<file path="src/hdl/mpu_pkg.sv">
// Machine word definitions
`default_nettype none

package mpu_pkg;

	////////////////////
	// Field widths
	////////////////////

	localparam int WIDTH_THREAD_ID	= 6;		// 64 threads
	localparam int WIDTH_ISSUE_NO	= 8;		// Running issue count
	localparam int WIDTH_IADDR		= 10;		// 1024 instruction words
	localparam int WIDTH_ILEN		= 11;		// Lengths 1 to 1024
	localparam int WIDTH_INSTR		= 32;

	// Table and memory depths
	localparam int NUM_THREADS		= 1 << WIDTH_THREAD_ID;
	localparam int IMEM_DEPTH		= 1 << WIDTH_IADDR;

	////////////////////
	// Vector types
	////////////////////

	typedef logic [WIDTH_THREAD_ID-1:0]	id_t;
	typedef logic [WIDTH_ISSUE_NO-1:0]	issue_no_t;
	typedef logic [WIDTH_IADDR-1:0]		iaddr_t;
	typedef logic [WIDTH_ILEN-1:0]		ilen_t;		// One bit wider than iaddr_t
	typedef logic [WIDTH_INSTR-1:0]		instr_t;

endpackage

`default_nettype wire

</file>
<file path="src/hdl/dispatch_pkg.sv">
// Dispatch control and host map
`default_nettype none

package dispatch_pkg;
	import mpu_pkg::*;

	// Dispatch sequencer states
	typedef enum logic [2:0] {
		IDLE,
		GETINFO,			// Waiting on thread map
		SEND_THREADID,
		SEND_ISSUENO,
		SEND_ILENGTH,
		SEND_INSTRS			// Streaming from instruction memory
	} fsm_dispatch_t;

	// Header tag in the top two bits
	typedef enum logic [1:0] {
		THREADID	= 2'd1,
		ISSUENO		= 2'd2,
		ILENGTH		= 2'd3
	} hdr_kind_t;

	// One output word seen as instruction or header
	typedef union packed {
		instr_t			instr;
		struct packed {
			hdr_kind_t		kind;
			logic [13:0]	zero;
			logic [15:0]	value;
		} hdr;
	} dispatch_word_u;

	////////////////////
	// Host address map
	////////////////////

	localparam int WIDTH_AXI_ADDR	= 16;
	localparam int WIDTH_AXI_DATA	= 32;

	localparam logic [WIDTH_AXI_ADDR-1:0] ADDR_IMEM_BASE	= 16'h0000;		// Write only
	localparam logic [WIDTH_AXI_ADDR-1:0] ADDR_MAP_BASE		= 16'h1000;		// One word per thread
	localparam logic [WIDTH_AXI_ADDR-1:0] ADDR_ISSUE		= 16'h2000;		// Issue and status

	// Map word layout
	localparam int MAP_BASE_LSB		= 0;
	localparam int MAP_LEN_LSB		= 16;

	// AXI response codes
	localparam logic [1:0] RESP_OKAY	= 2'b00;
	localparam logic [1:0] RESP_SLVERR	= 2'b10;

endpackage

`default_nettype wire

</file>
<file path="src/hdl/thread_map.sv">
// Thread map table
`timescale 1ns/1ps
`default_nettype none

module thread_map
	import mpu_pkg::*;
	import dispatch_pkg::*;
(
	input	wire							clock,
	input	wire							reset,
	input	wire							map_we,
	input	id_t							map_waddr,
	input	wire [WIDTH_AXI_DATA-1:0]		map_wdata,
	input	id_t							map_raddr,
	output	logic [WIDTH_AXI_DATA-1:0]		map_rdata,
	input	wire							lookup_req,
	input	id_t							lookup_id,
	output	logic							lookup_ack,
	output	iaddr_t							lookup_base,
	output	ilen_t							lookup_len
);

	iaddr_t		base_tab [NUM_THREADS];		// Program start per thread
	ilen_t		len_tab [NUM_THREADS];		// Program length per thread
	logic		req_seen;					// Request already answered

	// Host side table write
	always_ff @(posedge clock) begin
		if (map_we) begin
			base_tab[map_waddr]	<= map_wdata[MAP_BASE_LSB +: WIDTH_IADDR];
			len_tab[map_waddr]	<= map_wdata[MAP_LEN_LSB +: WIDTH_ILEN];
		end
	end

	// Readback in the map word layout
	assign map_rdata = {{(16-WIDTH_ILEN){1'b0}}, len_tab[map_raddr],
						{(16-WIDTH_IADDR){1'b0}}, base_tab[map_raddr]};

	////////////////////
	// Lookup port
	////////////////////

	// Ack one cycle after a new request, once per request
	always_ff @(posedge clock) begin
		if (reset) begin
			lookup_ack	<= 1'b0;
			req_seen	<= 1'b0;
		end
		else begin
			lookup_ack	<= lookup_req & ~req_seen;
			req_seen	<= lookup_req;				// Cleared when request drops
		end
	end

	always_ff @(posedge clock) begin
		if (lookup_req & ~req_seen) begin
			lookup_base	<= base_tab[lookup_id];
			lookup_len	<= len_tab[lookup_id];
		end
	end

endmodule

`default_nettype wire

</file>
<file path="config.mk">
export PLATFORM = sky130hd
export DESIGN_NAME = thread_map
export DESIGN_NICKNAME = d
export VERILOG_FILES = /design/src/hdl/mpu_pkg.sv /design/src/hdl/dispatch_pkg.sv /design/src/hdl/thread_map.sv
export SDC_FILE = /design/constraint.sdc
export NUM_CORES = 2
export LEC_CHECK = 0
export BUFFER_PORTS_ARGS = -buffer_cell sky130_fd_sc_hd__buf_2
export CAP_MARGIN = 20
export CELL_PAD_IN_SITES_DETAIL_PLACEMENT = 1
export CELL_PAD_IN_SITES_GLOBAL_PLACEMENT = 1
export CORE_MARGIN = 5
export CORE_UTILIZATION = 42
export CTS_BUF_LIST = sky130_fd_sc_hd__clkbuf_2 sky130_fd_sc_hd__clkbuf_4 sky130_fd_sc_hd__clkbuf_8
export CTS_CLUSTER_DIAMETER = 60
export DETAILED_ROUTE_END_ITERATION = 10
export GPL_TIMING_DRIVEN = 0
export PLACE_DENSITY_LB_ADDON = 0.1
export REMOVE_ABC_BUFFERS = 1
export SETUP_SLACK_MARGIN = 0.4
export SLEW_MARGIN = 40
export SYNTH_ARGS = -nofsm -noshare
export SYNTH_HDL_FRONTEND = slang
export SYNTH_SLANG_ARGS = --single-unit
</file>
<file path="constraint.sdc">
create_clock -name clock -period 5.4 [get_ports clock]
set_input_delay 1.62 -clock clock [delete_from_list [all_inputs] [get_ports clock]]
set_output_delay 1.62 -clock clock [all_outputs]
set_load 0.1 [all_outputs]
</file>
# Word-level counts from Yosys, hierarchy flattened
# Memory sizes are Yosys's and may differ from the RTL's. A register that Yosys moved wholly into a read port is not among the register bits.
# Cells that the tools add are included.
# op_classes
n_bitwise,2
n_mux,2
# ops
op,n
2-to-1 mux 1 bit,2
bitwise AND 1 bit,1
NOT 1 bit,1
# totals
ff_bits,2
n_memories,2
ram_bits,1344
output_inout_bits,54
inputBits,54
# memory_table
memory,words,width,read_ports,rd_clocked_by_memory_dff,wr,line_no,text
len_tab,64,11,2,1,1,thread_map.sv:24,ilen_t len_tab [NUM_THREADS];
base_tab,64,10,2,1,1,thread_map.sv:23,iaddr_t base_tab [NUM_THREADS];

# Depth between registers and ports, before layout
# logic_depth
word_depth,2
ltp_mapped,10

# Least setup slack after synthesis
# OpenSTA, ideal clock, no wires.
# synth_path
kind,input -> output
from,input map_raddr[2]
to,output map_rdata[16]
setup_slack_ps,-2096
path_buffers,4
t_arrival_ps,5876
path_stages,8
path_cell_list,buf_2 -> clkbuf_8 -> buf_2 -> buf_2 -> nand3_1 -> o22a_1 -> o221ai_1 -> o41ai_1
# synth_between
elab_chain_cells,1
# synth_rtl
element,line_no,text
start: declaration,thread_map.sv:14,"input id_t map_raddr,"
memory (64 x 11 bit),--,
end: declaration,thread_map.sv:15,"output logic [WIDTH_AXI_DATA-1:0] map_rdata,"
# Every way passes these cells.

# Final worst setup path
# layout_path
from,input map_raddr[2]
to,output map_rdata[7]
# layout_between
elab_chain_cells,1
# layout_rtl
element
memory (64 x 10 bit)
# Every way passes these cells.

==> metrics.txt <==
run status=finished, violations left; violated checks=negative setup slack; initial antenna violation count=19; critical path type=input port to output port; fill cell count=12,900; Reg power frac=0.503; hold crit path type=register to register; Max Fclk=0.180 GHz; DR vias=37,300; sequential fraction of the synthesis area=0.653; synth top area cells=edfxtp_1 (65%), mux4_2 (23%), mux2i_1 (2.3%); CP dominant cell by count=buf_16; Post-synth ARST share=0; IO buf count=85; hold_buf cts=0; Residual DRC=0; Final Power=23,500 uW; gr ovfl total=0; Layout Utilization=0.519; # setup viols final=15; htree depth=4; initial cell density of the core=0.421; Post-Syn Area=62,800 um^2; vias in the first global route=39,200; Sink Count=1,367; Yosys cell types=50; GP Congestion=0.781; clk root buf=clkbuf_8; wire length per cell=41.2 um; P_leak=0.0250 uW; Post-synth EDFFs=1,365; Gate power share=0.116; Pre-antenna DRT Iters=6; worst-case vdd ir drop=219 uV; largest net degree at the start of global routing=65; TritonCTS clock tree=built; Worst path max stage delay=0.61 ns; Ports=108; RSZ-0062 raised after global routing=yes; Max clock buf depth=3; critical path, cell by cell=buf_16 > buf_16 > buf_16 > buf_16 > and2_4 > nand2b_4 > buf_12 > buf_12 > o22ai_1 > or4_4 > a21oi_2 > buf_12; die footprint=157,000 um^2; Num CTS Buffers=227; Crit path max-delay family=buffers and inverters; global-route wire length before repair=316,000 um; mean post-synth cell area=20.7 um^2; Max Cap Viol=0; Final Hold Viols=0; Int Power=17,500 uW; clock skew=0.0333 ns; die height=397 um; Max FO, Critical Path=5; Synth warnings=0; Slowest cell on crit path=or4_4; period utilisation layout=1.03; Sw Share=0.255; die width=397 um; WP data required=3.78 ns; Overall Global Routing Usage=0.290; fraction of layout cells with a size suffix above 1=0.466; crit path time final=5.57 ns; final net count=3,534; Setup WS post-layout=-0.171 ns; post-route cell area=77,400 um^2; final WL=231,000 um; Cell Area, Placed=69,400 um^2; Layout area overhead=23.3%; 1st-iter DRT viols=4,745; actual slew at the worst max-slew pin=1.03 ns; share of Yosys cell area claimed by the top area cell type=0.653; critical path launch point type=input port; WP buf/inv=7; vias per cell=6.65; relative slew slack=0.311; latest clock arrival within the worst-skew pair=0.97 ns; Arr. time, crit path=3.95 ns; Power Dens Cells=303 nW/um^2; Routed Antenna Nets=0; FP Rows=142; CP Capture Type=output port; hold_ws=0.472 ns; Top FF cell, synth=edfxtp_1; Seq cells post-synth=1,367; dpl hpwl=146,000 um; Worst-path clk slew=0.06 ns; core area=149,000 um^2; Mapped Cells=3,029; post-synth top area cell=edfxtp_1; Slew Limit Fails=0; Net Sw Power=5990 uW; clock network fraction of design power=0.381
[through the flow]
step | TNS, ns | cells | setup slack, ns
after floorplan | -18.61 | 2800 | -1.67
after global placement | -583.29 | 4829 | -11.30
after detailed placement | -27.88 | 5017 | -1.98
after CTS | -1.01 | 5552 | -0.177
after global routing | -1.23 | 5612 | -0.155
final | -1.09 | 5615 | -0.171
[repair_timing]
| action | in CTS | in global routing |
|---|---|---|
| resized for setup | 200 | 96 |
| pin swaps | 44 | 48 |
| gates cloned | 32 | 9 |
| endpoints found under the hold margin | 0 | 0 |
| setup buffers | 88 | 41 |
| endpoints found under the setup margin | 21 | 21 |
[registers in the layout, indices dropped and copies added (netlist names)]
name and flops:
len_tab 704, req_seen 1, lookup_ack 1, base_tab 640, lookup_base 10, lookup_len 11
[logic make-up after synthesis]
group / count (synthesis) / share of synthesized area
multiplexers: 853 / 0.270
flip-flops: 1367 / 0.653
other: 1 / 0.0000597
AO/OA/AOI/OAI: 278 / 0.0322
AND/OR/NAND/NOR: 288 / 0.0222
buffers and inverters: 242 / 0.0221
[layer usage]
layer	global-route usage	part of all wire	vias to the layer above
met5	0	0.00023	-
met4	0.105	0.040	8
met3	0.0713	0.099	453
met2	0.462	0.48	2212
met1	0.391	0.38	20400
li1	-	-	14300
[area by class of cell]
| class | count | area (um^2) | share of cell area |
|---|---|---|---|
| inverters | 3 | 22.5 | 0.000291 |
| diodes | 5 | 12.5 | 0.000162 |
| clock buffers | 303 | 3710 | 0.0480 |
| flip-flops and latches | 1367 | 41000 | 0.530 |
| clock inverters | 112 | 611 | 0.00788 |
| multi-input cells | 1432 | 21900 | 0.283 |
| well taps | 1944 | 2430 | 0.0314 |
| repair buffers | 449 | 7670 | 0.0990 |
[power groups by stage]
stage	Clock, uW	Sequential, uW	Combinational, uW
after global placement	0	12000	2400
final	8960	11800	2710
after floorplan	0	12100	1030
after global routing	9640	11800	2800
after detailed placement	0	12000	2260
after CTS	9110	11800	2600
[synth_stat cells, types with 3 or more instances]
master,count
a211oi_1,19
a21oi_1,18
a221oi_1,9
a22o_1,6
a22oi_1,122
a32oi_1,4
and2_1,7
and3_1,12
and4_1,4
buf_1,13
buf_2,107
buf_4,35
buf_6,10
clkbuf_1,59
clkbuf_8,9
edfxtp_1,1365
mux2_2,48
mux2i_1,142
mux4_1,20
mux4_2,643
nand2_1,53
nand2b_1,3
nand3_1,26
nand3b_1,9
nor2_1,121
nor2b_1,17
nor3_1,9
o221ai_1,21
o22a_1,6
o22ai_1,63
o41ai_1,6
or3_1,4
or3b_2,7
or4_1,9
[worst reg2reg max path, delay by kind of cell, from the launching register on]
| family | cells | cell delay (ns) |
|---|---|---|
| muxes | 2 | 0.32 |
| and+or+nand+nor | 1 | 0.29 |
| AOI/OAI and AO/OA | 2 | 1.13 |
| DFF | 1 | 0.37 |
[worst paths after layout]
| check | start | to | slack, ns | cells past startpoint |
|---|---|---|---|---|
| setup / recovery | map_raddr[2] | map_rdata[7] | -0.17 | 12 |
| hold / removal | req_seen | lookup_ack | 0.47 | 1 |
| setup reg to reg | len_tab[56][10] | lookup_len[10] | 3.10 | 5 |
| hold reg to reg | req_seen | lookup_ack | 0.47 | 1 |
[cells in the final DEF, fill, tap and decap left out, types with 44 or more instances in the layout]
master and instances:
mux2_2 47, clkinv_1 71, buf_8 57, a22oi_1 111, mux4_2 646, nor2_1 45, clkbuf_8 230, buf_4 123
nand2_1 48, mux2i_1 137, clkbuf_4 75, buf_16 147, nor2_4 71, edfxtp_1 1365, o22ai_1 44
(Power assumes the default switching activity.)
