==> src/hdl/mpu_pkg.sv <==
// Machine word definitions
`default_nettype none

package mpu_pkg;

	////////////////////
	// Field widths
	////////////////////

	localparam int WIDTH_THREAD_ID	= 6;		// 64 threads
	localparam int WIDTH_ISSUE_NO	= 8;		// Running issue count
	localparam int WIDTH_IADDR		= 10;		// 1024 instruction words
	localparam int WIDTH_ILEN		= 11;		// Lengths 1 to 1024
	localparam int WIDTH_INSTR		= 32;

	// Table and memory depths
	localparam int NUM_THREADS		= 1 << WIDTH_THREAD_ID;
	localparam int IMEM_DEPTH		= 1 << WIDTH_IADDR;

	////////////////////
	// Vector types
	////////////////////

	typedef logic [WIDTH_THREAD_ID-1:0]	id_t;
	typedef logic [WIDTH_ISSUE_NO-1:0]	issue_no_t;
	typedef logic [WIDTH_IADDR-1:0]		iaddr_t;
	typedef logic [WIDTH_ILEN-1:0]		ilen_t;		// One bit wider than iaddr_t
	typedef logic [WIDTH_INSTR-1:0]		instr_t;

endpackage

`default_nettype wire

==> src/hdl/dispatch_pkg.sv <==
// Dispatch control and host map
`default_nettype none

package dispatch_pkg;
	import mpu_pkg::*;

	// Dispatch sequencer states
	typedef enum logic [2:0] {
		IDLE,
		GETINFO,			// Waiting on thread map
		SEND_THREADID,
		SEND_ISSUENO,
		SEND_ILENGTH,
		SEND_INSTRS			// Streaming from instruction memory
	} fsm_dispatch_t;

	// Header tag in the top two bits
	typedef enum logic [1:0] {
		THREADID	= 2'd1,
		ISSUENO		= 2'd2,
		ILENGTH		= 2'd3
	} hdr_kind_t;

	// One output word seen as instruction or header
	typedef union packed {
		instr_t			instr;
		struct packed {
			hdr_kind_t		kind;
			logic [13:0]	zero;
			logic [15:0]	value;
		} hdr;
	} dispatch_word_u;

	////////////////////
	// Host address map
	////////////////////

	localparam int WIDTH_AXI_ADDR	= 16;
	localparam int WIDTH_AXI_DATA	= 32;

	localparam logic [WIDTH_AXI_ADDR-1:0] ADDR_IMEM_BASE	= 16'h0000;		// Write only
	localparam logic [WIDTH_AXI_ADDR-1:0] ADDR_MAP_BASE		= 16'h1000;		// One word per thread
	localparam logic [WIDTH_AXI_ADDR-1:0] ADDR_ISSUE		= 16'h2000;		// Issue and status

	// Map word layout
	localparam int MAP_BASE_LSB		= 0;
	localparam int MAP_LEN_LSB		= 16;

	// AXI response codes
	localparam logic [1:0] RESP_OKAY	= 2'b00;
	localparam logic [1:0] RESP_SLVERR	= 2'b10;

endpackage

`default_nettype wire

==> src/hdl/host_regs.sv <==
// AXI4-Lite host register block
`timescale 1ns/1ps
`default_nettype none

module host_regs
	import mpu_pkg::*;
	import dispatch_pkg::*;
(
	input	wire							clock,
	input	wire							reset,
	// AXI4-Lite write channels
	input	wire [WIDTH_AXI_ADDR-1:0]		s_awaddr,
	input	wire							s_awvalid,
	output	logic							s_awready,
	input	wire [WIDTH_AXI_DATA-1:0]		s_wdata,
	input	wire							s_wvalid,
	output	logic							s_wready,
	output	logic [1:0]						s_bresp,
	output	logic							s_bvalid,
	input	wire							s_bready,
	// AXI4-Lite read channels
	input	wire [WIDTH_AXI_ADDR-1:0]		s_araddr,
	input	wire							s_arvalid,
	output	logic							s_arready,
	output	logic [WIDTH_AXI_DATA-1:0]		s_rdata,
	output	logic [1:0]						s_rresp,
	output	logic							s_rvalid,
	input	wire							s_rready,
	// Instruction memory write
	output	logic							imem_we,
	output	iaddr_t							imem_waddr,
	output	instr_t							imem_wdata,
	// Thread map access
	output	logic							map_we,
	output	id_t							map_waddr,
	output	logic [WIDTH_AXI_DATA-1:0]		map_wdata,
	output	id_t							map_raddr,
	input	wire [WIDTH_AXI_DATA-1:0]		map_rdata,
	// Issue to dispatch
	output	logic							issue_req,
	output	id_t							issue_thread_id,
	output	issue_no_t						issue_no,
	input	wire							issue_ack,
	input	wire							busy
);

	// Region decode helpers
	function automatic logic in_imem(input logic [WIDTH_AXI_ADDR-1:0] a);
		return a[WIDTH_AXI_ADDR-1:WIDTH_IADDR+2] ==
			ADDR_IMEM_BASE[WIDTH_AXI_ADDR-1:WIDTH_IADDR+2];
	endfunction

	function automatic logic in_map(input logic [WIDTH_AXI_ADDR-1:0] a);
		return a[WIDTH_AXI_ADDR-1:WIDTH_THREAD_ID+2] ==
			ADDR_MAP_BASE[WIDTH_AXI_ADDR-1:WIDTH_THREAD_ID+2];
	endfunction

	function automatic logic is_issue(input logic [WIDTH_AXI_ADDR-1:0] a);
		return a[WIDTH_AXI_ADDR-1:2] == ADDR_ISSUE[WIDTH_AXI_ADDR-1:2];
	endfunction

	logic							aw_hs, w_hs, ar_hs;
	logic							aw_full, w_full;		// Halves of a write collected
	logic [WIDTH_AXI_ADDR-1:0]		aw_addr;
	logic [WIDTH_AXI_DATA-1:0]		w_data;
	logic							wr_do;					// Both halves present
	logic							issue_wr;				// Accepted issue write
	logic [WIDTH_AXI_DATA-1:0]		status_word;

	assign aw_hs	= s_awvalid & s_awready;
	assign w_hs		= s_wvalid & s_wready;
	assign ar_hs	= s_arvalid & s_arready;
	assign wr_do	= aw_full & w_full;

	// Refused while an issue is still waiting
	assign issue_wr	= wr_do & is_issue(aw_addr) & ~issue_req;

	////////////////////
	// Write channel
	////////////////////

	always_ff @(posedge clock) begin
		if (reset) begin
			aw_full		<= 1'b0;
			w_full		<= 1'b0;
			s_awready	<= 1'b0;
			s_wready	<= 1'b0;
		end
		else begin
			if (aw_hs)
				aw_full	<= 1'b1;
			else if (wr_do)
				aw_full	<= 1'b0;
			if (w_hs)
				w_full	<= 1'b1;
			else if (wr_do)
				w_full	<= 1'b0;
			// Reopen only after the response has gone
			s_awready	<= ~aw_full & ~aw_hs & ~s_bvalid;
			s_wready	<= ~w_full & ~w_hs & ~s_bvalid;
		end
	end

	// Captured address and data
	always_ff @(posedge clock) begin
		if (aw_hs)
			aw_addr	<= s_awaddr;
		if (w_hs)
			w_data	<= s_wdata;
	end

	// Write response
	always_ff @(posedge clock) begin
		if (reset) begin
			s_bvalid	<= 1'b0;
			s_bresp		<= RESP_OKAY;
		end
		else if (wr_do) begin
			s_bvalid	<= 1'b1;
			s_bresp		<= (in_imem(aw_addr) | in_map(aw_addr) | issue_wr) ?
							RESP_OKAY : RESP_SLVERR;
		end
		else if (s_bready) begin
			s_bvalid	<= 1'b0;
		end
	end

	// Memory and map writes straight from the collected halves
	assign imem_we		= wr_do & in_imem(aw_addr);
	assign imem_waddr	= aw_addr[WIDTH_IADDR+1:2];
	assign imem_wdata	= w_data;
	assign map_we		= wr_do & in_map(aw_addr);
	assign map_waddr	= aw_addr[WIDTH_THREAD_ID+1:2];
	assign map_wdata	= w_data;

	////////////////////
	// Pending issue
	////////////////////

	always_ff @(posedge clock) begin
		if (reset) begin
			issue_req	<= 1'b0;
			issue_no	<= '0;
		end
		else begin
			if (issue_wr)
				issue_req	<= 1'b1;
			else if (issue_ack)
				issue_req	<= 1'b0;
			if (issue_ack)
				issue_no	<= issue_no + 1'b1;		// Next issue number
		end
	end

	always_ff @(posedge clock) begin
		if (issue_wr)
			issue_thread_id	<= w_data[WIDTH_THREAD_ID-1:0];
	end

	////////////////////
	// Read channel
	////////////////////

	assign map_raddr	= s_araddr[WIDTH_THREAD_ID+1:2];
	assign status_word	= {16'b0, issue_no, 6'b0, busy, issue_req};

	always_ff @(posedge clock) begin
		if (reset) begin
			s_arready	<= 1'b0;
			s_rvalid	<= 1'b0;
			s_rresp		<= RESP_OKAY;
			s_rdata		<= '0;
		end
		else begin
			s_arready	<= ~ar_hs & ~s_rvalid;		// One read at a time
			if (ar_hs) begin
				s_rvalid	<= 1'b1;
				if (in_map(s_araddr)) begin
					s_rdata	<= map_rdata;
					s_rresp	<= RESP_OKAY;
				end
				else if (is_issue(s_araddr)) begin
					s_rdata	<= status_word;
					s_rresp	<= RESP_OKAY;
				end
				else begin
					s_rdata	<= '0;					// Imem reads and holes
					s_rresp	<= RESP_SLVERR;
				end
			end
			else if (s_rready) begin
				s_rvalid	<= 1'b0;
			end
		end
	end

	// Responses stay up until taken
	assert property (@(posedge clock) disable iff (reset)
		(s_bvalid && !s_bready) |=> (s_bvalid && $stable(s_bresp)))
		else $error("write response changed before bready");

	assert property (@(posedge clock) disable iff (reset)
		(s_rvalid && !s_rready) |=> (s_rvalid && $stable(s_rdata)))
		else $error("read data changed before rready");

endmodule

`default_nettype wire

==> config.mk <==
export PLATFORM = sky130hd
export DESIGN_NAME = host_regs
export DESIGN_NICKNAME = d
export VERILOG_FILES = /design/src/hdl/mpu_pkg.sv /design/src/hdl/dispatch_pkg.sv /design/src/hdl/host_regs.sv
export SDC_FILE = /design/constraint.sdc
export NUM_CORES = 1
export LEC_CHECK = 0
export ABC_AREA = 1
export BUFFER_PORTS_ARGS = -buffer_cell sky130_fd_sc_hd__buf_2
export CAP_MARGIN = 15
export CORE_MARGIN = 2
export CORE_UTILIZATION = 44
export DETAILED_ROUTE_END_ITERATION = 8
export GPL_TIMING_DRIVEN = 1
export PLACE_DENSITY = 0.81
export SLEW_MARGIN = 20
export SYNTH_ARGS = -nofsm -noshare
export SYNTH_HDL_FRONTEND = slang
export SYNTH_SLANG_ARGS = --single-unit
export TNS_END_PERCENT = 50
==> constraint.sdc <==
create_clock -name clock -period 2 [get_ports clock]
set_input_delay 0.3 -clock clock [delete_from_list [all_inputs] [get_ports clock]]
set_output_delay 0.3 -clock clock [all_outputs]
set_load 0.02 [all_outputs]
* Word level (Yosys, flattened, before mapping)
Cells that the tools add are included.
W data, S select, Z words.
** Word-level totals
- Bits in registers :: 106
- Latch bits :: 0
- Bits in writable memories :: 0
- ROM bits :: 0
- Bits of input ports :: 105
- Word-level logic and storage cells :: 63
- Memories kept :: 0
** Operators by class
- $add $sub $neg :: 1
- Multiply operators :: 0
- Div/mod/pow operators :: 0
- Order comparisons :: 0
- Eq/ne operators :: 4
- Shift operators :: 0
- Multiplexer cells :: 14
- Bitwise gates (word level) :: 23
- Reductions and logical operators :: 6
** Operators by type and width (count)
- $mux W32 :: 1
- $eq A14 B12 Y1 const B :: 2
- $eq A8 B5 Y1 const B :: 2
- $mux W16 :: 1
- $and A1 B1 Y1 :: 13
- $reduce_bool A2 Y1 :: 5
- $mux W1 :: 9
- $add A8 B1 Y8 const B :: 1
- $not A1 Y1 :: 8
- $mux W2 :: 3
- $logic_not A4 Y1 :: 1
- $or A1 B1 Y1 :: 2

* Logic depth before layout (Yosys ltp)
- Depth in word-level cells :: 5
- Depth in mapped cells :: 9

* Worst setup path after synthesis
OpenSTA, ideal clock, no wires.
- Path type :: reg-to-reg
- From :: reg aw_addr[2]
- To :: reg issue_thread_id[0], enable pin
- Setup time :: 0.388 ns
- Arrival :: 1.383 ns
- Required time :: 1.612 ns
- Slack :: 0.229 ns
- Stages on the path, launching flop included :: 5
- Clock period less this slack :: 1.771 ns
- Cell sequence :: edfxtp_1 -> nor2_1 -> nand2_1 -> nor2_1 -> nor4b_1
** Between the ends
- Word-level cells in the longest chain between the ends :: 3
** Ends and longest elaborated chain
- from (decl) :: line host_regs.sv:64 : logic [WIDTH_AXI_ADDR-1:0] aw_addr;
- from (signal assigned) :: line host_regs.sv:107 : aw_addr <= s_awaddr;
- $eq A14 B12 Y1 :: line host_regs.sv:59 : return a[WIDTH_AXI_ADDR-1:2] == ADDR_ISSUE[WIDTH_AXI_ADDR-1:2];
- $and A1 B1 Y1 (2 in a row) :: line host_regs.sv:76 : assign issue_wr = wr_do & is_issue(aw_addr) & ~issue_req;
- via issue_wr :: line host_regs.sv:67 : logic issue_wr;
- to (signal assigned) :: line host_regs.sv:157 : issue_thread_id <= w_data[WIDTH_THREAD_ID-1:0];
- to (decl) :: line host_regs.sv:41 : output id_t issue_thread_id,
The timed path passes the listed nets, and every way through them passes these cells.
A chain may end at the register's enable or synchronous reset.

* Final worst setup path
- From :: reg aw_addr[15]
- To :: out imem_we
** Between the ends
- Word-level cells in the longest chain between the ends :: 2
** Ends and longest elaborated chain
- $logic_not A4 Y1 :: line host_regs.sv:49 : return a[WIDTH_AXI_ADDR-1:WIDTH_IADDR+2] ==
- $and A1 B1 Y1 :: line host_regs.sv:129 : assign imem_we = wr_do & in_imem(aw_addr);
- to (decl) :: line host_regs.sv:30 : output logic imem_we,
No other way between the ends.

==> run summary <==
status -> complete, no violations
Post-synth EDFFs -> 52
post-CTS setup buffers -> 0
Routed Antenna Nets -> 0
DIE HEIGHT -> 102 um
gp weighted congestion -> 0.793
Tot GR Track Use -> 19.7%
Worst path depth -> 4
TritonCTS clock tree -> yes
Initial Util -> 45.6%
Inst Count DP -> 737
period utilisation layout -> 82.6%
Tot Pwr -> 4.16 mW
insertion delay to the later sink of the worst-skew pair -> 0.36 ns
Distinct cells, synth -> 25
# Max-Cap Violations -> 0
Final Non-Filler Cells -> 756
routed wire length -> 10,600 um
Async SR Flop Fraction -> 0%
Row Count -> 35
area of the die -> 10,400 sq um
synth cell count leaders -> nand2_1 (72), nor2_1 (65), buf_4 (58)
multi-input logic area -> 1070 sq um
Finish-stage setup viols -> 0
Critical Path Max Stage Delay -> 0.37 ns
Ports -> 249
total core area -> 9280 sq um
filler cell count -> 829
synthesized cell area -> 4230 sq um
# clock sinks -> 102
H-Tree Depth -> 3
port bufs -> 242
register area share after synthesis -> 60.6%
Slew HR -> 60.9%
Hold Fails Final Rpt -> 0
Worst EP arrival -> 1.35 ns
antenna violations before repair -> 3
leading area contributor after synthesis -> edfxtp_1
Pleak -> 2.46 nW
Slew @ Worst Pin -> 0.585 ns
Synth top area share -> 36.9%
# resized after CTS -> 0
layout cells sized above 1 -> 44.4%
peak supply drop -> 0.000447 V
HPWL after detailed placement -> 8290 um
Seq. cell area -> 2560 sq um
Critical Path Fanout Max -> 4
first-pass GRT wire length -> 15,700 um
Max Buffers Root-to-Sink -> 2
f_max -> 606 MHz
R2R depth -> 5
Hold Path Depth -> 1
Setup Skew -> 0.00735 ns
critical path data required time -> 1.70 ns
Post-Syn Instances -> 434
Root Buffer -> clkbuf_8
Clk pin slew, worst setup/hold paths -> 0.11 ns
Primary FF master, synth -> edfxtp_1
number of global-route vias before repair -> 3,282
Pre-antenna DRT Iters -> 4
most frequent cell after synthesis -> nand2_1
Worst Path Buf+Inv -> 1
Area contributors post-synth -> edfxtp_1 (37%), dfxtp_1 (24%), buf_4 (10%), nand2_1 (6.4%), nor2_1 (5.8%)
global route overflow -> 0
CP endpoint kind -> output pin
hold_buf cts -> 0
# DRC -> 0
RSZ-0062 raised after global routing -> false
Pins Over Slew Limit -> 0
total negative slack -> 0 ns
CP delay by family, top -> simple AND/OR/NAND/NOR gates
# nets final -> 725
critical path startpoint category -> flip-flop
crit-path cells -> nor2_1 -> nand2_1 -> nor3_1 -> buf_2
Area Growth Syn to Fin -> 25.6%
wire length per cell -> 14.0 um
worst hold path type -> in2reg
initial detailed-routing violation count -> 126
pwr/cell area -> 783 nW/um^2
vias per inst -> 4.69
CP Class -> reg2out
vias post-DR -> 3,542
TritonCTS Buffers -> 9
Ys Warns -> 0
fin crit period -> 1.65 ns
Die Wd -> 102 um
number of synthesized register bits -> 102
syn_area_per_cell -> 9.75 sq um
largest net degree at the start of global routing -> 43
CP max stage cell -> edfxtp_1
[kinds of logic after synthesis]
group | Yosys count | synth area share [%]
simple gates | 165 | 16.2
fa+ha+maj | 1 | 0.296
other cells | 1 | 0.0886
flops | 102 | 60.6
compound gates | 72 | 8.67
buf+inv | 93 | 14.2
[flip-flops by register name (all words and copies together) (netlist names), 6 cells and up]
register	count
issue_thread_id	6
s_rdata	32
imem_wdata	32
issue_no	8
aw_addr	14
[layout make-up]
cell class	count	share of cell area, %
sequential	102	48.2
timing repair buffer	246	23.6
multi-input combinational	240	20.2
tap	129	3.04
clock buffer	9	2.33
inverter	20	1.41
clock inverter	7	1.04
antenna	3	0.141
[per-stage QoR]
step	instance area [sq um]	hold WS, ns	worst slack [ns]	util, %
global route	5310	0.0805	0.182	57.2
global placement	5120	0.435	0.291	55.2
floorplan	4230	0.389	0.229	-
CTS	5300	0.0896	0.314	57.1
detailed placement	5120	0.448	0.217	55.2
finish	5310	0.106	0.349	57.2
[worst reg2reg max path, delay by kind of cell (launching register included)]
| family | cells | cell delay, ns |
|---|---|---|
| simple gates | 4 | 0.65 |
| flops | 1 | 0.42 |
| buf+inv | 1 | 0.23 |
[worst paths after layout]
path / end / from / slack, ns
worst max-delay path: imem_we / aw_addr[15] / 0.35
worst min-delay path: imem_wdata[7] / s_wdata[7] / 0.11
worst max register to register: issue_thread_id[0] / aw_addr[2] / 0.41
worst min register to register: s_wready / w_full / 0.46
[placed cells by master (no fill, tap or decap), types with 7 or more instances in the layout]
| cell | instances |
|---|---|
| buf_2 | 242 |
| nand2_1 | 72 |
| nor2_1 | 65 |
| edfxtp_1 | 52 |
| dfxtp_1 | 50 |
| a21oi_1 | 33 |
| o21ai_0 | 31 |
| inv_1 | 15 |
| nand3_1 | 11 |
| clkbuf_8 | 9 |
| o21ai_1 | 7 |
[layer usage]
layer | track usage [%] | wire length (um) | vias up
met4 | 8.21 | 188 | 0
met2 | 38.3 | 5920 | 139
met3 | 3.63 | 643 | 15
li1 | - | - | 1735
met1 | 20.6 | 3840 | 1653
met5 | 0 | 0 | -
[report_power, final]
| group | internal [mW] | switching, mW | total [mW] |
|---|---|---|---|
| clock network | 0.472 | 0.751 | 1.22 |
| registers | 2.31 | 0.0548 | 2.36 |
| logic | 0.207 | 0.366 | 0.573 |
No activity file was read; power rests on OpenSTA's default activity.
