<file path="src/hdl/mpu_pkg.sv">
// Machine word definitions
`default_nettype none

package mpu_pkg;

	////////////////////
	// Field widths
	////////////////////

	localparam int WIDTH_THREAD_ID	= 6;		// 64 threads
	localparam int WIDTH_ISSUE_NO	= 8;		// Running issue count
	localparam int WIDTH_IADDR		= 10;		// 1024 instruction words
	localparam int WIDTH_ILEN		= 11;		// Lengths 1 to 1024
	localparam int WIDTH_INSTR		= 32;

	// Table and memory depths
	localparam int NUM_THREADS		= 1 << WIDTH_THREAD_ID;
	localparam int IMEM_DEPTH		= 1 << WIDTH_IADDR;

	////////////////////
	// Vector types
	////////////////////

	typedef logic [WIDTH_THREAD_ID-1:0]	id_t;
	typedef logic [WIDTH_ISSUE_NO-1:0]	issue_no_t;
	typedef logic [WIDTH_IADDR-1:0]		iaddr_t;
	typedef logic [WIDTH_ILEN-1:0]		ilen_t;		// One bit wider than iaddr_t
	typedef logic [WIDTH_INSTR-1:0]		instr_t;

endpackage

`default_nettype wire

</file>
<file path="src/hdl/dispatch_pkg.sv">
// Dispatch control and host map
`default_nettype none

package dispatch_pkg;
	import mpu_pkg::*;

	// Dispatch sequencer states
	typedef enum logic [2:0] {
		IDLE,
		GETINFO,			// Waiting on thread map
		SEND_THREADID,
		SEND_ISSUENO,
		SEND_ILENGTH,
		SEND_INSTRS			// Streaming from instruction memory
	} fsm_dispatch_t;

	// Header tag in the top two bits
	typedef enum logic [1:0] {
		THREADID	= 2'd1,
		ISSUENO		= 2'd2,
		ILENGTH		= 2'd3
	} hdr_kind_t;

	// One output word seen as instruction or header
	typedef union packed {
		instr_t			instr;
		struct packed {
			hdr_kind_t		kind;
			logic [13:0]	zero;
			logic [15:0]	value;
		} hdr;
	} dispatch_word_u;

	////////////////////
	// Host address map
	////////////////////

	localparam int WIDTH_AXI_ADDR	= 16;
	localparam int WIDTH_AXI_DATA	= 32;

	localparam logic [WIDTH_AXI_ADDR-1:0] ADDR_IMEM_BASE	= 16'h0000;		// Write only
	localparam logic [WIDTH_AXI_ADDR-1:0] ADDR_MAP_BASE		= 16'h1000;		// One word per thread
	localparam logic [WIDTH_AXI_ADDR-1:0] ADDR_ISSUE		= 16'h2000;		// Issue and status

	// Map word layout
	localparam int MAP_BASE_LSB		= 0;
	localparam int MAP_LEN_LSB		= 16;

	// AXI response codes
	localparam logic [1:0] RESP_OKAY	= 2'b00;
	localparam logic [1:0] RESP_SLVERR	= 2'b10;

endpackage

`default_nettype wire

</file>
<file path="src/hdl/dispatch_unit.sv">
// Thread dispatch sequencer
`timescale 1ns/1ps
`default_nettype none

module dispatch_unit
	import mpu_pkg::*;
	import dispatch_pkg::*;
(
	input	wire				clock,
	input	wire				reset,
	// Issue from host block
	input	wire				issue_req,
	input	id_t				issue_thread_id,
	input	issue_no_t			issue_no,
	output	logic				issue_ack,
	output	logic				busy,
	// Thread map lookup
	output	logic				lookup_req,
	output	id_t				lookup_id,
	input	wire				lookup_ack,
	input	iaddr_t				lookup_base,
	input	ilen_t				lookup_len,
	// Instruction fetch
	output	logic				rd_en,
	output	iaddr_t				rd_addr,
	input	instr_t				rd_data,
	// Stream to processing units
	output	logic				tpu_valid,
	output	dispatch_word_u		tpu_word,
	output	logic				send_thread
);

	fsm_dispatch_t		state;
	id_t				thread_id_r;		// Latched on issue
	issue_no_t			issue_no_r;
	ilen_t				len_r;				// Length for the header
	ilen_t				remain;				// Reads still to go
	iaddr_t				addr_r;				// Next fetch address
	logic				loading;
	logic				last_instr;
	logic				in_header;
	dispatch_word_u		hdr_next;
	dispatch_word_u		hdr_word;
	logic				out_valid;
	logic				out_instr;			// Output slot carries memory data

	assign loading		= state == SEND_INSTRS;
	assign last_instr	= remain == ilen_t'(1);
	assign in_header	= state inside {SEND_THREADID, SEND_ISSUENO, SEND_ILENGTH};

	assign issue_ack	= (state == IDLE) & issue_req;
	assign lookup_req	= state == GETINFO;
	assign lookup_id	= thread_id_r;
	assign rd_en		= loading;
	assign rd_addr		= addr_r;
	assign busy			= state != IDLE;
	assign send_thread	= in_header | loading | out_valid;	// Covers the last registered word

	////////////////////
	// Control FSM
	////////////////////

	always_ff @(posedge clock) begin
		if (reset) begin
			state	<= IDLE;
		end
		else begin
			case (state)
				IDLE:			if (issue_req) state <= GETINFO;
				GETINFO:		if (lookup_ack) state <= SEND_THREADID;
				SEND_THREADID:	state <= SEND_ISSUENO;
				SEND_ISSUENO:	state <= SEND_ILENGTH;
				SEND_ILENGTH:	state <= SEND_INSTRS;
				SEND_INSTRS:	if (last_instr) state <= IDLE;
				default:		state <= IDLE;
			endcase
		end
	end

	// Thread ID and issue number on acceptance
	always_ff @(posedge clock) begin
		if (issue_ack) begin
			thread_id_r	<= issue_thread_id;
			issue_no_r	<= issue_no;
		end
	end

	// Base and length from the map, then count through the program
	always_ff @(posedge clock) begin
		if (reset) begin
			remain	<= '0;
		end
		else if (lookup_ack) begin
			remain	<= lookup_len;
		end
		else if (loading) begin
			remain	<= remain - 1'b1;
		end
	end

	always_ff @(posedge clock) begin
		if (lookup_ack) begin
			addr_r	<= lookup_base;
			len_r	<= lookup_len;
		end
		else if (loading) begin
			addr_r	<= addr_r + 1'b1;		// Consecutive words
		end
	end

	////////////////////
	// Output stage
	////////////////////

	always_comb begin
		hdr_next			= hdr_word;		// Hold between threads
		hdr_next.hdr.zero	= '0;
		case (state)
			SEND_THREADID: begin
				hdr_next.hdr.kind	= THREADID;
				hdr_next.hdr.value	= 16'(thread_id_r);
			end
			SEND_ISSUENO: begin
				hdr_next.hdr.kind	= ISSUENO;
				hdr_next.hdr.value	= 16'(issue_no_r);
			end
			SEND_ILENGTH: begin
				hdr_next.hdr.kind	= ILENGTH;
				hdr_next.hdr.value	= 16'(len_r);
			end
			default: ;
		endcase
	end

	always_ff @(posedge clock) begin
		hdr_word	<= hdr_next;
	end

	always_ff @(posedge clock) begin
		if (reset) begin
			out_valid	<= 1'b0;
			out_instr	<= 1'b0;
		end
		else begin
			out_valid	<= in_header | loading;
			out_instr	<= loading;				// Memory read lands with it
		end
	end

	// Both sources are registers one cycle after their state
	always_comb begin
		tpu_word	= hdr_word;
		if (out_instr)
			tpu_word.instr	= rd_data;
	end

	assign tpu_valid	= out_valid;

	// Map answers only while the FSM waits for it
	assert property (@(posedge clock) disable iff (reset)
		lookup_ack |-> (state == GETINFO))
		else $error("lookup_ack outside GETINFO");

	assert property (@(posedge clock) disable iff (reset)
		lookup_ack |-> (lookup_len != '0))
		else $error("zero program length from thread map");

endmodule

`default_nettype wire

</file>
<file path="config.mk">
export PLATFORM = sky130hd
export DESIGN_NAME = dispatch_unit
export DESIGN_NICKNAME = d
export VERILOG_FILES = /design/src/hdl/mpu_pkg.sv /design/src/hdl/dispatch_pkg.sv /design/src/hdl/dispatch_unit.sv
export SDC_FILE = /design/constraint.sdc
export NUM_CORES = 1
export LEC_CHECK = 0
export BUFFER_PORTS_ARGS = -buffer_cell sky130_fd_sc_hd__buf_4
export CORE_UTILIZATION = 38
export DETAILED_ROUTE_END_ITERATION = 6
export PLACE_DENSITY = 0.64
export SLEW_MARGIN = 40
export SYNTH_ARGS = -nofsm -noshare
export SYNTH_HDL_FRONTEND = slang
export SYNTH_SLANG_ARGS = --single-unit
</file>
<file path="constraint.sdc">
create_clock -name clock -period 4.76 [get_ports clock]
set_clock_uncertainty 0.05 [all_clocks]
set_input_delay 1.19 -clock clock [delete_from_list [all_inputs] [get_ports clock]]
set_output_delay 1.19 -clock clock [all_outputs]
set_load 0.02 [all_outputs]
</file>
[Word level (Yosys, flattened, before mapping)]
Cells that the tools add are included.
Storage, ports and cells
  bits in registers: 69
  input port bits: 71
  output and inout bits: 54
  word-level logic and storage cells: 39
Cells by class
  $add $sub $neg: 2
  equal/unequal tests: 9
  multiplexer cells: 11
  bitwise gates (word level): 3
  reductions and logical operators: 5
Operators by type and width (number)
  one-hot mux 16 bit (3 select lines): 1
  2-to-1 mux 32 bit: 1
  2-to-1 mux 11 bit: 2
  2-to-1 mux 10 bit: 2
  one-hot mux 3 bit (6 select lines): 1
  equality test 11 x 1 -> 1 bit (second input constant): 1
  subtractor 11 x 1 -> 11 bit (second input constant): 1
  adder 10 x 1 -> 10 bit (second input constant): 1
  2-to-1 mux 3 bit: 3
  equality test 3 x 2 -> 1 bit (second input constant): 2
  equality test 3 bit (second input constant): 2
  one-hot mux 2 bit (3 select lines): 1
  nonzero test 3 bit: 2
  inequality test 2 x 1 -> 1 bit (second input constant): 2
  equality test 3 x 1 -> 1 bit (second input constant): 1
  zero test 3 bit: 1
  AND reduction 3 bit: 1
  inequality test 2 bit (second input constant): 1
  OR 1 bit: 2
  nonzero test 2 bit: 1
  AND 1 bit: 1

[Longest topological paths before layout]
Gate-level depths: netlist of run 1.
  word-level depth: 4
  depth in mapped cells: 6
  depth with buffers taken out: 6

[Least setup slack after synthesis of run 1]
No wires, ideal clock.
  path type: input to output
  start: input issue_req
  end: output issue_ack
  arrival time: 2.090 ns
  data required time: 3.520 ns
  slack: 1.430 ns
  stages: 2
  path buffers: 0
  path through: inv_1 nor2_1
On the way
  cells in the longest elaborated chain, start to end: 1
Ends and longest elaborated chain
  start, declared: RTL line dispatch_unit.sv:12  | input wire issue_req,
  AND 1 bit: RTL line dispatch_unit.sv:51  | assign issue_ack = (state == IDLE) & issue_req;
  end, declared: RTL line dispatch_unit.sv:15  | output logic issue_ack,
Every way passes these cells.

[Final worst setup path of run 1]
  start: register state[2]
  end: output rd_en
On the way
  cells in the longest elaborated chain, start to end: 1
Ends and longest elaborated chain
  start, declared: RTL line dispatch_unit.sv:33  | fsm_dispatch_t state;
  start signal, assigned: RTL line dispatch_unit.sv:65  | state <= IDLE;
  start signal, assigned: RTL line dispatch_unit.sv:69  | IDLE: if (issue_req) state <= GETINFO;
  start signal, assigned: RTL line dispatch_unit.sv:70  | GETINFO: if (lookup_ack) state <= SEND_THREADID;
  equality test 3 bit: RTL line dispatch_unit.sv:47  | assign loading = state == SEND_INSTRS;
  end, declared: RTL line dispatch_unit.sv:24  | output logic rd_en,
Every way passes these cells.

==> flow_metrics.py, run 1 <==
metrics = {
    "sta": {
        "min_period_ns": 3.105,
        "slew_headroom": 0.5085,
        "fmax_mhz": 322.1,
        "finalHoldViolations": 0,
        "rsz0062_at_grt": "no",
        "slew_viol_final": 0,
        "min_period_over_period": 0.6523,
        "setup_viol": 0,
        "worst_pin_slew_ns": 0.7363,
        "setup_tns_ns": 0,
        "fin_ws_ns": 1.655,
    },
    "final_layout": {
        "final.fill_count": 697,
        "mostFrequentLayoutCell": "buf_4",
        "stdcell_area_um2": 4255,
        "num_antenna_cells": 0,
        "drive_gt1_frac": 0.4025,
        "layout.nets": 469,
        "layout_common_cells": "125 x buf_4, 48 x edfxtp_1, 24 x nand2_1",
        "seqCellArea_um2": 1763,
        "syn2layout_area_growth_pct": 38.82,
        "multi_input_area_um2": 1225,
    },
    "die": {
        "initial_core_util": 0.3947,
        "io_pins": 125,
        "die-height_um": 91.82,
        "rows": 32,
        "dieArea_um2": 8430,
        "dieWidth_um": 91.82,
        "core-area_um2": 7767,
    },
    "global_routing": {
        "busiest_layer": "met2",
        "gr-usage-met3": 0.04561,
        "use_met2": 0.2901,
        "grt_max_degree": 42,
        "grt_use_met1": 0.2220,
        "overflow": 0,
        "grt.total_usage": 0.1779,
        "grt_pass1_vias": 2312,
        "antenna_found_initial": 0,
        "grt_pass1_wl_um": 11520,
    },
    "logic_synthesis": {
        "synth_top_family_by_area": "simple AND/OR/NAND/NOR gates",
        "synth-compound-area-share": 0.1061,
        "yosysWarnings": 0,
        "synth_fp_nets": 347,
        "synthMuxAreaShare": 0.05510,
        "synthAdderAreaFrac": 0.01224,
        "syn_area_per_cell_um2": 11.23,
        "yosysSeqAreaShare": 0.5747,
        "synth_cell_types": 38,
        "synth_area_um2": 3065,
        "synth-simple-area-share": 0.1792,
        "synth_xor_area_frac": 0.04571,
        "ys_ff_latch": 64,
        "synth_cells": 273,
    },
    "route": {
        "wl_um": 7360,
        "wl_per_cell_um": 14.66,
        "viasPerCell": 4.996,
        "drt-pass1-iter-count": 4,
        "ant_nets": 0,
        "vias": 2508,
        "drc": 0,
        "drt_iter0_drc": 157,
    },
    "setup_path": {
        "reg2reg_from": "state[2]",
        "path_cells": "nand3b_1, inv_2, buf_4",
        "crit_path_top_delay_cell": "dfxtp_1",
        "critPathRequiredTime_ns": 3.52,
        "critPathMaxStageDelay_ns": 0.80,
        "path_class": "reg2out",
        "crit_arrival_ns": 1.86,
        "rr_worst_depth": 5,
        "ff2ff_setup_slack_ns": 2.60,
        "r2r-end": "remain[7]",
        "path_max_fanout": 23,
        "startpoint_type": "register",
        "crit_path_start": "state[2]",
        "critPathTopFamily": "flip-flops",
        "endpoint_kind": "primary output",
        "critPathBufInv": 2,
    },
    "place": {
        "placed_area_um2": 4084,
        "io_buffers": 124,
        "gp_congestion": 0.8392,
        "pre_cts_ws_ns": 1.710,
        "hpwlAfterDp_um": 5347,
    },
    "worst_hold_path": {
        "hold_end": "remain[7]",
        "hold_path.class": "reg2reg",
        "hold_depth": 2,
        "worstHoldStart": "remain[7]",
    },
    "flow_run": {
        "maxCapViolations": 0,
    },
    "pwr": {
        "p_per_area_nw_per_um2": 303.5,
        "power.total_w": 0.001291,
        "combPwrFrac": 0.157,
        "ir_drop_mv": 0.1489,
        "swShare": 0.2527,
        "leakage_nw": 1.725,
        "p_int_w": 0.0009651,
        "power_frac_seq": 0.526,
        "p_sw_w": 0.0003263,
        "power_frac_clock": 0.317,
    },
    "cts": {
        "path_clk_slew_ns": 0.07,
        "clock_sinks": 64,
        "cts_resized": 0,
        "cts_buffers": 9,
        "post_cts_buffers": 0,
        "clk_latency_ns": 0.33,
        "cts_hold_buffers": 0,
        "clk_path_buf_depth": 2,
        "cts-root-buf": "clkbuf_8",
        "cts_tree": "built",
        "htree_levels": 3,
    },
    "outcome": {
        "outcome": "finished clean",
    },
}
cells in the mapped netlist:
| cell type | n | share of area |
|---|---|---|
| nor3_1 | 5 | 0.0082 |
| a211oi_1 | 4 | 0.0098 |
| xnor2_1 | 13 | 0.037 |
| a311oi_1 | 2 | 0.0057 |
| clkinv_1 | 1 | 0.0012 |
| o31ai_1 | 1 | 0.0024 |
| clkbuf_1 | 11 | 0.013 |
| nand3b_1 | 2 | 0.0049 |
| nand2_1 | 24 | 0.029 |
| nand2b_1 | 2 | 0.0041 |
| inv_2 | 1 | 0.0012 |
| edfxtp_1 | 48 | 0.47 |
| dfxtp_1 | 16 | 0.10 |
| buf_1 | 3 | 0.0037 |
| xor2_1 | 3 | 0.0086 |
| nor2_1 | 19 | 0.023 |
| o22ai_1 | 6 | 0.012 |
| o21ai_0 | 18 | 0.029 |
| and3_1 | 3 | 0.0061 |
| a21oi_1 | 12 | 0.020 |
| ha_1 | 3 | 0.012 |
| nand4b_2 | 1 | 0.0049 |
| nand4_1 | 2 | 0.0041 |
| o311ai_0 | 1 | 0.0029 |
| nor4_1 | 3 | 0.0061 |
| a32o_1 | 2 | 0.0065 |
| mux2_2 | 15 | 0.055 |
| and2_1 | 20 | 0.041 |
| or3_1 | 9 | 0.018 |
| a31oi_1 | 2 | 0.0041 |
| o41ai_1 | 1 | 0.0029 |
| nor4b_4 | 1 | 0.0078 |
| o211ai_1 | 1 | 0.0024 |
| inv_1 | 6 | 0.0073 |
| nand3_1 | 7 | 0.011 |
| or3_4 | 2 | 0.0073 |
| a211oi_2 | 2 | 0.0082 |
| nor3b_1 | 1 | 0.0024 |
metal layers:
layer | vias to the layer above | wire, µm
li1 | 1241 | -
met5 | - | 0
met1 | 1154 | 3100
met3 | 8 | 622
met2 | 105 | 3538
met4 | 0 | 99
flip-flops by register name, summed over array words and instances (netlist names):
signal      cells
hdr_word       13
len_r          11
remain         11
rd_addr        10
issue_no_r      8
lookup_id       6
state           3
out_instr       1
tpu_valid       1
final cells by class:
class	instances	share of cell area
flip-flops and latches	64	0.4143
well taps	102	0.02999
clock inverters	1	0.001176
multi-input cells	187	0.2879
repair buffers	125	0.2205
inverters	8	0.007057
clock buffers	15	0.03911
per-stage QoR:
stage                       util  std cells  hold WS (ns)
after floorplan                -        273        0.4317
after detailed placement  0.5258        486        0.4742
after global routing      0.5478        502        0.5246
after CTS                 0.5478        502        0.4842
after global placement    0.5251        486        0.4445
final                     0.5478        502        0.4871
how the worst max path moves through the flow:
stage	to	slack [ns]	cells past startpoint
after CTS	rd_en	1.67	3
after detailed placement	rd_addr[8]	1.71	3
after global routing	rd_en	1.52	3
final	rd_en	1.66	3
after global placement	rd_addr[7]	1.77	3
after floorplan	issue_ack	1.43	2
worst reg2reg max path: stages, from the launching register on:
cell	delay, ns
dfxtp_1	0.80
nand3b_1	0.34
inv_2	0.22
nand3_1	0.15
or3_1	0.37
a31oi_1	0.15
power groups by stage:
stage | Combinational [W] | Sequential (W) | Clock [W]
after floorplan | 0.0000977 | 0.000690 | 0
after global placement | 0.000199 | 0.000690 | 0
after detailed placement | 0.000203 | 0.000690 | 0
after CTS | 0.000204 | 0.000679 | 0.000417
after global routing | 0.000220 | 0.000684 | 0.000446
final | 0.000202 | 0.000679 | 0.000410
cells by family after synthesis:
group	Yosys count
muxes	15
buffers and inverters	22
and+or+nand+nor	101
DFF	64
xor gates and xnor gates	16
AOI/OAI and AO/OA	52
adders and majority gates	3
Power figures use the tool's default switching activity.
==> run 2: changes to the inputs <==
--- a/config.mk
+++ b/config.mk
@@ -5,10 +5,11 @@
 export SDC_FILE = /design/constraint.sdc
 export NUM_CORES = 1
 export LEC_CHECK = 0
+export ABC_AREA = 1
 export BUFFER_PORTS_ARGS = -buffer_cell sky130_fd_sc_hd__buf_4
 export CORE_UTILIZATION = 38
 export DETAILED_ROUTE_END_ITERATION = 6
-export PLACE_DENSITY = 0.64
+export PLACE_DENSITY = 0.67
 export SLEW_MARGIN = 40
 export SYNTH_ARGS = -nofsm -noshare
 export SYNTH_HDL_FRONTEND = slang
==> constraint.sdc (replaced) <==
create_clock -name clock -period 2.7 [get_ports clock]
set_clock_uncertainty 0.05 [all_clocks]
set_input_delay 0.675 -clock clock [delete_from_list [all_inputs] [get_ports clock]]
set_output_delay 0.675 -clock clock [all_outputs]
set_load 0.02 [all_outputs]
==> run 2 against run 1 <==
Worst hold slack lost 0.069 ns; via count grew 13%; combinational power grew to 2.5 times the previous value; global-route usage grew 0.18 points; clock power grew 95%; count of clock-buffer cells in the layout shrank 6; largest power group unchanged; highest routed layer unchanged.
==> flow_metrics.py, run 2 <==
metrics = {
    "logic_synthesis": {
        "synthAdderAreaFrac": 0.01189,
        "synth-simple-area-share": 0.2425,
        "yosysTopAreaCellShare": 0.4564,
        "async_flop_share": 0,
        "yosysTopAreaCell": "edfxtp_1",
        "synth_cell_types": 32,
        "synthFlopType": "edfxtp_1",
        "synth_fp_nets": 427,
        "ys_ff_latch": 64,
        "synth_common_cells": "91 x nand2_1, 48 x edfxtp_1, 45 x inv_1",
        "synth-edff-count": 48,
        "synth_cells": 353,
        "synth-compound-area-share": 0.06418,
        "post-synth-top-count-cell": "nand2_1",
        "synth_area_um2": 3158,
        "synth_top_family_by_area": "simple AND/OR/NAND/NOR gates",
        "synth_xor_area_frac": 0.002773,
        "syn_area_per_cell_um2": 8.946,
        "yosysSeqAreaShare": 0.5578,
        "yosysWarnings": 0,
        "synthMuxAreaShare": 0.04635,
        "ys_top_cells_by_area": "edfxtp_1 46%, nand2_1 11%, dfxtp_1 10%",
    },
    "die": {
        "dieWidth_um": 93.16,
        "die-height_um": 93.16,
        "dieArea_um2": 8679,
        "io_pins": 125,
        "rows": 32,
        "initial_core_util": 0.4004,
        "core-area_um2": 7888,
    },
    "global_routing": {
        "grt_pass1_vias": 2633,
        "grt_max_degree": 34,
        "antenna_found_initial": 0,
        "overflow": 0,
        "grt_pass1_wl_um": 11950,
        "grt.total_usage": 0.1796,
    },
    "final_layout": {
        "stdcell_area_um2": 4404,
        "reg_top3": "hdr_word x13, len_r x11, remain x11",
        "mostFrequentLayoutCell": "buf_4",
        "num_antenna_cells": 0,
        "drive_gt1_frac": 0.3484,
        "final.fill_count": 700,
        "layout_common_cells": "129 x buf_4, 91 x nand2_1, 48 x edfxtp_1",
        "largest_reg_flops": 13,
        "layout.nets": 557,
        "regMostFlops": "hdr_word",
        "utilization": 0.5584,
        "syn2layout_area_growth_pct": 39.46,
    },
    "sta": {
        "rsz0062_at_grt": "no",
        "fin_hold_ws_ns": 0.4182,
        "min_period_ns": 2.489,
        "worst_pin_slew_ns": 0.6022,
        "slew_viol_final": 0,
        "finalHoldViolations": 0,
        "setup_viol": 0,
        "slew_headroom": 0.5980,
        "setup_tns_ns": 0,
        "fmax_mhz": 401.7,
        "min_period_over_period": 0.9220,
    },
    "cts": {
        "cts_buffers": 9,
        "cts_hold_buffers": 0,
        "clk_latency_ns": 0.34,
        "post_cts_buffers": 0,
        "path_clk_slew_ns": 0.07,
        "cts-root-buf": "clkbuf_8",
        "htree_levels": 3,
        "clock_sinks": 64,
        "cts_resized": 0,
        "cts_tree": "built",
        "clk_path_buf_depth": 2,
    },
    "place": {
        "hpwlAfterDp_um": 5617,
        "placed_area_um2": 4209,
        "io_buffers": 124,
        "gp_congestion": 0.8611,
    },
    "setup_path": {
        "critPathMaxStageDelay_ns": 0.69,
        "path_max_fanout": 15,
        "path_class": "reg2out",
        "critPathRequiredTime_ns": 1.98,
        "endpoint_kind": "primary output",
        "crit_arrival_ns": 1.76,
        "crit_path_top_delay_cell": "dfxtp_1",
        "critPathTopFamily": "flip-flops",
        "startpoint_type": "register",
        "critPathBufInv": 2,
        "path_cells": "inv_1, nand2_1, nand3_1, or2_1, buf_4",
    },
    "route": {
        "viasPerCell": 4.822,
        "wl_per_cell_um": 12.66,
        "drt-pass1-iter-count": 4,
        "drt_iter0_drc": 94,
        "vias": 2845,
        "wl_um": 7469,
        "drc": 0,
        "ant_nets": 0,
    },
    "pwr": {
        "ir_drop_mv": 0.3596,
        "p_per_area_nw_per_um2": 573.6,
        "power.total_w": 0.002526,
        "leakage_nw": 2.141,
    },
    "worst_hold_path": {
        "hold_path.class": "reg2reg",
    },
    "outcome": {
        "outcome": "finished clean",
    },
    "flow_run": {
        "maxCapViolations": 0,
    },
}
run 2: changes by cell type after synthesis, moves of 8 or more:
cell / before / now
nand3_1: 7 / 35
nor2_1: 19 / 38
and2_1: 20 / 0
or3_1: 9 / 0
nand2_1: 24 / 91
clkbuf_1: 11 / 3
inv_1: 6 / 45
o21ai_0: 18 / 10
xnor2_1: 13 / 0
run 2: layout make-up:
type / count / area, µm² / share of cell area
clock inverters: 7 / 71.32 / 0.01619
flip-flops and latches: 64 / 1762 / 0.4000
inverters: 50 / 190.2 / 0.04318
repair buffers: 129 / 968.4 / 0.2199
clock buffers: 9 / 123.9 / 0.02813
well taps: 102 / 127.6 / 0.02898
multi-input cells: 229 / 1161 / 0.2636
run 2: kinds of logic (layout without fill, tap and decap cells):
group,count (synthesis),in the layout
flip-flops,64,64
AO/OA/AOI/OAI,34,34
AND/OR/NAND/NOR,178,178
buffers and inverters,60,195
multiplexers,13,13
adder cells (fa/ha/maj),3,3
XOR/XNOR,1,1
run 2: path summary, 6_finish.rpt:
kind,slack [ns],to,depth (start not counted),startpoint
worst min-delay path,0.42,remain[10],2,remain[10]
worst max-delay path,0.21,send_thread,5,state[2]
worst max register to register,0.87,hdr_word[6],2,state[2]
worst min register to register,0.42,remain[10],2,remain[10]
run 2: per-stage QoR:
stage / setup WS, ns / std cells
CTS: 0.1857 / 590
detailed placement: 0.5618 / 574
floorplan: 0.2175 / 353
global placement: 0.6081 / 574
global route: 0.05094 / 590
finish: 0.2107 / 590
run 2: tightest hold or removal path, stage by stage (launching register included):
cell     delay, ns
dfxtp_1       0.31
nand2_1       0.06
a21oi_1       0.05
run 2: power breakdown:
part / internal (W) / total [W] / leakage [nW] / switching (W)
sequential: 0.00117 / 0.00122 / 0.591 / 0.0000556
combinational: 0.000222 / 0.000506 / 1.45 / 0.000283
clock: 0.000427 / 0.000799 / 0.103 / 0.000372
total: 0.00182 / 0.00253 / 2.14 / 0.000711
run 2: layer usage:
metal,global-route usage,wire length (µm),vias up
li1,-,-,1434
met1,0.2129,3109,1296
met2,0.3119,3675,106
met3,0.05366,573,9
met4,0.05641,110,0
met5,0,0,-
==> run 3: changes to the inputs <==
--- a/config.mk
+++ b/config.mk
@@ -9,7 +9,7 @@
 export BUFFER_PORTS_ARGS = -buffer_cell sky130_fd_sc_hd__buf_4
 export CORE_UTILIZATION = 38
 export DETAILED_ROUTE_END_ITERATION = 6
-export PLACE_DENSITY = 0.67
+export PLACE_DENSITY = 0.64
 export SLEW_MARGIN = 40
 export SYNTH_ARGS = -nofsm -noshare
 export SYNTH_HDL_FRONTEND = slang
==> constraint.sdc (replaced) <==
create_clock -name clock -period 2.5 [get_ports clock]
set_clock_uncertainty 0.05 [all_clocks]
set_input_delay 0.625 -clock clock [delete_from_list [all_inputs] [get_ports clock]]
set_output_delay 0.625 -clock clock [all_outputs]
set_load 0.02 [all_outputs]
==> run 3 against run 2 <==
Global-route usage grew 0.75 points; sequential power grew 8%; highest routed layer unchanged; cell area grew 0.20%; clock power grew 12%; combinational power grew 9.3%; count of clock-buffer cells in the layout is the same; register-to-register slack is essentially flat; cell count is the same; core utilization grew 0.11 points; critical path depth is the same; via count shrank 0.60%.
==> flow_metrics.py, run 3 (same netlist as run 2, synthesis figures left out) <==
metrics = {
    "outcome": {
        "outcome": "finished clean",
    },
    "cts": {
        "clock_sinks": 64,
        "path_clk_slew_ns": 0.08,
        "clk_path_buf_depth": 2,
        "htree_levels": 3,
        "cts_tree": "built",
        "cts-root-buf": "clkbuf_8",
        "clk_latency_ns": 0.35,
        "cts_buffers": 9,
    },
    "worst_hold_path": {
        "hold_path.class": "in2reg",
    },
    "sta": {
        "slew_headroom": 0.6562,
        "fin_ws_ns": 0.2291,
        "rsz0062_at_grt": "no",
        "finalHoldViolations": 0,
        "min_period_over_period": 0.9084,
        "setup_viol": 0,
        "worst_pin_slew_ns": 0.5144,
        "fmax_mhz": 440.3,
        "slew_viol_final": 0,
        "min_period_ns": 2.271,
        "fin_hold_ws_ns": 0.3965,
        "setup_tns_ns": 0,
    },
    "route": {
        "viasPerCell": 4.793,
        "wl_per_cell_um": 13.29,
        "wl_um": 7844,
        "vias": 2828,
        "drc": 0,
        "drt_iter0_drc": 94,
        "ant_nets": 0,
        "drt-pass1-iter-count": 4,
    },
    "final_layout": {
        "layout_common_cells": "129 x buf_4, 91 x nand2_1, 48 x edfxtp_1",
        "final.fill_count": 702,
        "multi_input_area_um2": 1161,
        "drive_gt1_frac": 0.3504,
        "fin_cells": 590,
        "regMostFlops": "hdr_word",
        "seqCellArea_um2": 1763,
        "num_antenna_cells": 0,
        "layout.nets": 557,
        "largest_reg_flops": 13,
        "mostFrequentLayoutCell": "buf_4",
        "stdcell_area_um2": 4413,
        "syn2layout_area_growth_pct": 39.74,
        "reg_top3": "hdr_word x13, len_r x11, remain x11",
    },
    "die": {
        "dieWidth_um": 93.16,
        "io_pins": 125,
        "core-area_um2": 7888,
        "dieArea_um2": 8679,
        "rows": 32,
        "initial_core_util": 0.4004,
        "die-height_um": 93.16,
    },
    "setup_path": {
        "ff2ff_setup_slack_ns": 0.87,
        "path_cells": "nor2_1, nand2_1, nand3_1, or2_1, buf_4",
        "crit_arrival_ns": 1.60,
        "crit_path_top_delay_cell": "dfxtp_1",
        "endpoint_kind": "primary output",
        "path_max_fanout": 6,
        "critPathRequiredTime_ns": 1.82,
        "startpoint_type": "register",
        "path_class": "reg2out",
        "critPathMaxStageDelay_ns": 0.45,
    },
    "global_routing": {
        "overflow": 0,
        "grt_pass1_vias": 2645,
        "grt_max_degree": 34,
        "grt.total_usage": 0.1872,
        "grt_pass1_wl_um": 12240,
        "antenna_found_initial": 0,
    },
    "place": {
        "pre_cts_ws_ns": 0.4257,
        "gp_congestion": 0.8376,
        "placed_cells": 574,
        "placed_area_um2": 4209,
        "io_buffers": 124,
        "hpwlAfterDp_um": 6045,
    },
    "pwr": {
        "leakage_nw": 2.130,
        "p_per_area_nw_per_um2": 626.6,
        "ir_drop_mv": 0.2676,
    },
    "flow_run": {
        "maxCapViolations": 0,
    },
}
## run 3: cell types whose count changed in the layout (fill, tap and decap cells not counted)
| cell | change |
|---|---|
| clkinv_4 | -1 |
| clkinvlp_4 | +3 |
| dfxtp_1 | -1 |
| inv_6 | +1 |
| clkinv_2 | -3 |
| dfxtp_2 | +1 |
## run 3: worst paths after layout
| check | from | to | cells after the start |
|---|---|---|---|
| worst max register to register | state[0] | hdr_word[30] | 3 |
| worst min-delay path | issue_thread_id[0] | lookup_id[0] | 1 |
| worst min register to register | remain[10] | remain[10] | 2 |
| worst max-delay path | state[0] | send_thread | 5 |
## run 3: power by group
group | internal, W | switching [W]
sequential | 0.00126 | 0.0000600
clock | 0.000468 | 0.000426
combinational | 0.000241 | 0.000311
total | 0.00197 | 0.000798
## run 3: final cells by class
cell class | count | area share
sequential | 64 | 0.3995
clock inverter | 7 | 0.01786
multi-input combinational | 229 | 0.2631
tap | 102 | 0.02892
clock buffer | 9 | 0.02807
timing repair buffer | 129 | 0.2195
inverter | 50 | 0.04310
## run 3: routing by layer
layer | vias to the layer above | track usage | part of all wire
met5 | - | 0 | 0
met4 | 0 | 0.07436 | 0.018
met3 | 12 | 0.05610 | 0.084
met2 | 126 | 0.3413 | 0.50
met1 | 1256 | 0.2013 | 0.40
li1 | 1434 | - | -
## run 3: what timing repair did
action | CTS | global route
hold buffers | 0 | 0
buffers inserted | 0 | 0
setup endpoints to repair | 0 | 1
gates resized for setup | 0 | 1
## run 3: stage by stage
step | power, W | util
after floorplan | 0.001636 | -
after global placement | 0.001887 | 0.5336
after detailed placement | 0.001895 | 0.5336
after CTS | 0.002791 | 0.5593
after global routing | 0.002903 | 0.5595
final | 0.002765 | 0.5595
## run 3: critical path: cells and delay by family, from the launching register on
family	cells	cell delay, ns
AND/OR/NAND/NOR	4	0.65
flip-flops	1	0.45
buffers and inverters	1	0.16
